## config.mk

```make
export PLATFORM = sky130hd
export DESIGN_NAME = fpu_result
export DESIGN_NICKNAME = d
export VERILOG_FILES = /design/src/design/fpu_pkg.sv /design/src/design/fpu_result.sv
export SDC_FILE = /design/constraint.sdc
export NUM_CORES = 1
export LEC_CHECK = 0
export ABC_AREA = 1
export BUFFER_PORTS_ARGS = -buffer_cell sky130_fd_sc_hd__buf_4
export CORE_UTILIZATION = 40
export DETAILED_ROUTE_END_ITERATION = 7
export GPL_ROUTABILITY_DRIVEN = 1
export PLACE_DENSITY = 0.78
export SLEW_MARGIN = 20
export SYNTH_ARGS = -nofsm -noshare
export SYNTH_HDL_FRONTEND = slang
export SYNTH_SLANG_ARGS = --single-unit
```

## constraint.sdc

```tcl
create_clock -name clk -period 6.8 [get_ports clk]
set_clock_uncertainty 0.2 [all_clocks]
set_input_delay 0.34 -clock clk [delete_from_list [all_inputs] [get_ports clk]]
set_output_delay 0.34 -clock clk [all_outputs]
set_load 0.03 [all_outputs]
```

## src/design/fpu_pkg.sv

```systemverilog
// ==============================
// Shared definitions for the single-cycle FPU
// Widths, float field positions, canonical NaN
// FCLASS bit positions, operation and compare enums
// ==============================

package fpu_pkg;

  // ==============================
  // Widths
  // ==============================
  localparam int FLEN  = 32;  // Float operand width
  localparam int XLEN  = 32;  // Integer operand / result width
  localparam int EXP_W = 8;   // Exponent field
  localparam int MAN_W = 23;  // Mantissa field

  // Field positions of a single-precision value
  localparam int SIGN_BIT = 31;
  localparam int QNAN_BIT = 22;  // Set on a quiet NaN

  localparam logic [EXP_W-1:0] EXP_MAX   = 8'd255;         // Inf / NaN exponent
  localparam logic [FLEN-1:0]  CANON_NAN = 32'h7FC0_0000;  // Canonical quiet NaN

  // ==============================
  // FCLASS mask
  // ==============================
  localparam int CLASS_W = 10;

  localparam int CLS_NEG_INF  = 0;
  localparam int CLS_NEG_NORM = 1;
  localparam int CLS_NEG_SUB  = 2;
  localparam int CLS_NEG_ZERO = 3;
  localparam int CLS_POS_ZERO = 4;
  localparam int CLS_POS_SUB  = 5;
  localparam int CLS_POS_NORM = 6;
  localparam int CLS_POS_INF  = 7;
  localparam int CLS_SNAN     = 8;
  localparam int CLS_QNAN     = 9;

  // ==============================
  // Operation codes
  // ==============================
  // Codes match the full FPU control encoding
  typedef enum logic [4:0] {
    FP_SGNJ  = 5'd5,
    FP_SGNJN = 5'd6,
    FP_SGNJX = 5'd7,
    FP_MIN   = 5'd8,
    FP_MAX   = 5'd9,
    FP_CMP   = 5'd11,
    FP_CLASS = 5'd12,
    FP_MV_XW = 5'd17,  // Float bits to integer
    FP_MV_WX = 5'd18   // Integer bits to float
  } fpu_op_e;

  // Compare kind, decoded from funct3
  typedef enum logic [1:0] {
    FEQ = 2'd0,
    FLT = 2'd1,
    FLE = 2'd2
  } cmp_e;

endpackage

```

## src/design/fpu_result.sv

```systemverilog
// ==============================
// Result stage of the FPU pipeline
// Output register and consumer handshake
// ==============================

`timescale 1ns/1ns

module fpu_result import fpu_pkg::*; (
  input  logic             clk,
  input  logic             arst_n,
  input  logic             dec_valid,
  input  logic [FLEN-1:0]  ex_fp_result,
  input  logic [XLEN-1:0]  ex_int_result,
  input  logic             ex_nv,
  input  logic             out_ready,
  output logic             dec_advance,  // Result register loads this cycle
  output logic             out_valid,
  output logic [FLEN-1:0]  fp_result,
  output logic [XLEN-1:0]  int_result,
  output logic             flag_nv
);

  // Load when empty or the consumer takes the current result
  assign dec_advance = dec_valid && (!out_valid || out_ready);

  always_ff @(posedge clk or negedge arst_n) begin
    if (!arst_n) begin
      out_valid <= 1'b0;
    end else if (dec_advance) begin
      out_valid <= 1'b1;
    end else if (out_ready) begin
      out_valid <= 1'b0;  // Delivered, nothing behind it
    end
  end

  always_ff @(posedge clk) begin
    if (dec_advance) begin
      fp_result  <= ex_fp_result;
      int_result <= ex_int_result;
      flag_nv    <= ex_nv;
    end
  end

  // Held result must not change under back-pressure
  a_out_hold: assert property (@(posedge clk) disable iff (!arst_n)
    out_valid && !out_ready |=> out_valid && $stable(fp_result) &&
      $stable(int_result) && $stable(flag_nv))
    else $error("result changed while stalled");

endmodule

```

==> impl_metrics.ini, run 1 <==
[global_route]
grt_util_all_layers_pct = 29.0
grt_start_max_net_pins = 44
grt_pass1_vias = 1754
grt_pass1_wl_um = 10100
grt-ovfl-total = 0
antenna_found_initial = 0

[hold_path]
hold_class = input pin to flip-flop
hp-start = dec_valid

[layout]
nFillCells = 228
final_common_cell = buf_4
area_delta_synth_final_pct = 98.9
n_antenna_cell = 0
final_cell_mix = buf_4, dlygate4sd3_1, edfxtp_1
nets = 353
fin_util_pct = 83.7
drive_gt1_share_pct = 52.1

[yosys]
yosys_register_bits = 66
syn_avg_cell_area_um2 = 28.2
syn_inst = 71
synth_compound_area_share_pct = 0.438
synth-simple-area-share_pct = 0.375
synth_nets = 140
synth_top_family_by_area = compound AO/OA/AOI/OAI gates
yosysSeqAreaShare_pct = 98.8
yosys_warnings = 0
syn_area_mm2 = 0.00200
synth_xor_xnor_area_share_pct = 0
synthAdderAreaFrac_pct = 0
synth.mux.area_fraction_pct = 0
ys_types = 5

[drt]
drt_iter0_drc = 134
wirelength_um = 7270
drc = 0
vias = 1606
wl_per_cell_um = 20.5
ant_nets = 0
routed_via_density = 4.52
dr.pass1.iters = 4

[setup_path]
start_kind = flip-flop
critPathMaxFanout = 43
critPathKind = flip-flop to flip-flop
endpoint_kind = flip-flop
critPathArrivalTime_ns = 2.06
cpMaxStageDelayCell = a21oi_4
crit_required_ns = 6.56
r2r_start = out_valid$_DFFE_PN0P_
crit_chain = a21oi_4 -> buf_4
critPathTopFamily = compound AO/OA/AOI/OAI gates
worstPathBufferInverterCount = 1
startpoint = out_valid$_DFFE_PN0P_
slowest_delay_ns = 0.67

[clocking]
clock_latency_ns = 0.33
post_cts_buffers = 0
htreeDepth = 3
clock-sinks = 66
clk_path_buf_depth = 2
cts_root_buffer = clkbuf_8
cts_tree = built
clk_pin_slew_ns = 0.08
cts_inserted_buffers = 9

[floorplanning]
die-area_mm2 = 0.00529
die_h_um = 72.7
initial_utilization_pct = 42.1
rows = 25
pin_count = 136
core_mm2 = 0.00475
chipWidth_um = 72.7

[placed_design]
hpwl_um = 3310
gp_routability_congestion = 0.652
numPortBuffers = 135

[timing]
finalCriticalPeriod_ns = 2.30
final-hold-violation-count = 0
tightest_slew_ns = 0.793
relSlewSlack_pct = 47.0
period_share_pct = 33.8
slew_violations = 0
grt_setup_unrepaired = false
setup_viol = 0
fin_setup_tns_ns = 0
timing.fmax_ghz = 0.436

[status]
status = finished clean

[power]
power.leakage_uw = 0.00167
irDropWorstVdd_mv = 0.214
p_per_area_mw_per_mm2 = 250

[run]
maxCapViolations = 0
## synthesized netlist by cell type, drive strengths merged
library cell	instances	area, um^2
a21oi	1	8.76
nand2	2	7.51
inv	2	7.51
edfxtp	65	1950
dfrtp	1	25.0
## metrics by stage
stage	setup WS (ns)	instance area, um^2	instances	hold slack, ns	total power [uW]
after floorplan	3.58	2000	71	-0.156	543
after global placement	4.60	3110	274	-0.0830	606
after detailed placement	4.54	3110	274	-0.0770	609
after CTS	4.58	3980	355	0.0684	979
after global routing	4.46	3980	355	0.0856	1020
final	4.50	3980	355	0.0800	996
## path summary, 6_finish.rpt
path,end,slack (ns),cells past startpoint
worst max-delay path,fp_result[14]$_DFFE_PP_,4.50,2
worst min-delay path,out_valid$_DFFE_PN0P_,0.08,3
worst max register to register,fp_result[14]$_DFFE_PP_,4.50,2
worst min register to register,out_valid$_DFFE_PN0P_,0.45,2
max in group asynchronous,out_valid$_DFFE_PN0P_,6.13,2
min in group asynchronous,out_valid$_DFFE_PN0P_,0.18,2
## final cells by class
cell class | count | area (um^2) | area share (%)
Sequential cell | 66 | 1980 | 49.7
Timing Repair Buffer | 202 | 1680 | 42.3
Clock buffer | 9 | 124 | 3.11
Tap cell | 67 | 83.8 | 2.11
Clock inverter | 6 | 82.6 | 2.07
Multi-Input combinational cell | 3 | 23.8 | 0.597
Inverter | 2 | 7.51 | 0.189
## repair_timing
action / in CTS / in global routing
gates resized for setup: 0 / 0
hold buffers: 66 / 0
endpoints found under the hold margin: 66 / 0
## registers in the layout, indices dropped and copies added (netlist names)
register	count
fp_result	32
int_result	32
flag_nv	1
out_valid	1
## worst min-delay path: stages
cell	delay (ns)
buf_4	0.08
inv_1	0.06
nand2_1	0.10
## cell families after synthesis
family	Yosys count
AO/OA/AOI/OAI	1
buffers and inverters	2
flip-flops	66
AND/OR/NAND/NOR	2
## per-layer routing
metal  GRT usage [%]  part of all wire, %
met2            49.9                   53
met3            9.81                  7.8
met1            33.8                   38
met5               0                    0
met4            10.7                  1.6
## report_power, final
part / switching, uW / total (uW) / internal [uW]
Combinational: 80.7 / 157 / 75.8
Clock: 154 / 357 / 202
Sequential: 8.56 / 483 / 474
Total: 244 / 996 / 752
Power figures use the tool's default switching activity.
==> run 2: changes to the inputs <==
==> constraint.sdc (replaced) <==
create_clock -name clk -period 2.3 [get_ports clk]
set_clock_uncertainty 0.2 [all_clocks]
set_input_delay 0.115 -clock clk [delete_from_list [all_inputs] [get_ports clk]]
set_output_delay 0.115 -clock clk [all_outputs]
set_load 0.03 [all_outputs]
==> impl_metrics.ini, run 2 (synthesis gave the netlist of run 1 again) <==
[run]
maxCapViolations = 0

[clocking]
cts_root_buffer = clkbuf_8
clk_pin_slew_ns = 0.08
postCtsHoldBufs = 69
clk_path_buf_depth = 2
cts_tree = built
post_cts_buffers = 0
clock-sinks = 66
htreeDepth = 3
post_cts_resized = 0
clock_latency_ns = 0.33
cts_inserted_buffers = 9

[floorplanning]
pin_count = 136
initial_utilization_pct = 42.1
chipWidth_um = 72.7
die-area_mm2 = 0.00529
die_h_um = 72.7
core_mm2 = 0.00475
rows = 25

[timing]
timing.fmax_ghz = 0.541
grt_setup_unrepaired = false
whs_ns = 0.284
setup_ws_ns = 0.452
setup_viol = 0
relSlewSlack_pct = 65.4
period_share_pct = 80.4
slew_violations = 0
finalCriticalPeriod_ns = 1.85
fin_setup_tns_ns = 0
tightest_slew_ns = 0.519
final-hold-violation-count = 0

[drt]
routed_via_density = 4.39
ant_nets = 0
dr.pass1.iters = 4
wl_per_cell_um = 18.4
drc = 0
vias = 1581
drt_iter0_drc = 134
wirelength_um = 6640

[power]
clockPowerShare_pct = 31.1
p_int_uw = 2020
power.switching_uw = 724
irDropWorstVdd_mv = 0.531
sw_frac_of_total_pct = 26.4
power.leakage_uw = 0.00168
pwr-share-comb_pct = 16.9
p_per_area_mw_per_mm2 = 688
seqPwrFrac_pct = 52.0
finalPower_uw = 2740

[setup_path]
critPathTopFamily = buffers and inverters
crit_chain = dlygate4sd3_1 -> buf_4 -> inv_1 -> a21oi_4 -> buf_4 -> buf_4
slowest_delay_ns = 0.55
path_common_cell = buf_4
start_kind = input pin
critPathMaxFanout = 24
endpoint_kind = primary output
r2r_start = out_valid$_DFFE_PN0P_
worstPathBufferInverterCount = 5
cpMaxStageDelayCell = dlygate4sd3_1
startpoint = dec_valid
critPathKind = input pin to primary output
r2r_setup_slack_ns = 0.68
crit_required_ns = 1.99
critPathArrivalTime_ns = 1.53

[status]
status = finished clean

[global_route]
grt_start_max_net_pins = 43
grt_pass1_wl_um = 9590
grt-ovfl-total = 0
antenna_found_initial = 0
grt_util_all_layers_pct = 26.9
grt_pass1_vias = 1739

[layout]
n_antenna_cell = 0
final_cell_mix = buf_4, dlygate4sd3_1, edfxtp_1
stdcell_area_mm2 = 0.00398
reg_top3 = fp_result x32, int_result x32
drive_gt1_share_pct = 52.6
final_common_cell = buf_4
area_delta_synth_final_pct = 99.1
nFillCells = 222
nets = 357

[placed_design]
gp_routability_congestion = 0.683
hpwl_um = 3250
numPortBuffers = 135
dp_slack_ns = 0.699
place_area_mm2 = 0.00312

[hold_path]
hp-start = ex_int_result[19]
hold_class = input pin to flip-flop
==> run 2: cell count changes in the layout (fill, tap and decap cells not counted), sizes merged <==
| cell | change |
|---|---|
| clkinv | +3 |
| dlygate4sd3 | +3 |
| bufinv | -2 |
| buf | +1 |
==> run 2: power groups by stage <==
| stage | clock network (uW) | logic, uW | registers [uW] |
|---|---|---|---|
| 6_report | 852 | 463 | 1430 |
| 5_1_grt | 921 | 480 | 1430 |
| 4_1_cts | 840 | 451 | 1420 |
| 3_5_place_dp | 0 | 356 | 1450 |
| 3_3_place_gp | 0 | 350 | 1440 |
| 2_1_floorplan | 0 | 27.7 | 1580 |
==> run 2: routing by layer <==
layer,up-vias,global-route usage (%),share of wire (%)
met5,-,0,0
met1,754,33.8,40
met4,0,8.50,1.2
li1,719,-,-
met2,99,44.1,51
met3,9,9.25,8.6
==> run 2: final cells by class <==
type	count	area [um^2]	share of cell area, %
Inverter	2	7.51	0.189
Timing Repair Buffer	206	1720	43.2
Tap cell	67	83.8	2.10
Clock buffer	9	124	3.11
Clock inverter	7	46.3	1.16
Sequential cell	66	1980	49.7
Multi-Input combinational cell	3	23.8	0.597
==> run 2: final timing paths <==
path / endpoint / cells after the start
max: dec_advance / 6
min: int_result[19]$_DFFE_PP_ / 2
max reg2reg: int_result[10]$_DFFE_PP_ / 2
min reg2reg: int_result[21]$_DFFE_PP_ / 2
max in group asynchronous: out_valid$_DFFE_PN0P_ / 3
min in group asynchronous: out_valid$_DFFE_PN0P_ / 3
==> run 2: through the flow <==
stage	utilization, %	cells
after global placement	65.7	275
after detailed placement	65.7	275
after floorplan	-	71
final	83.8	360
after CTS	83.8	360
after global routing	83.8	360
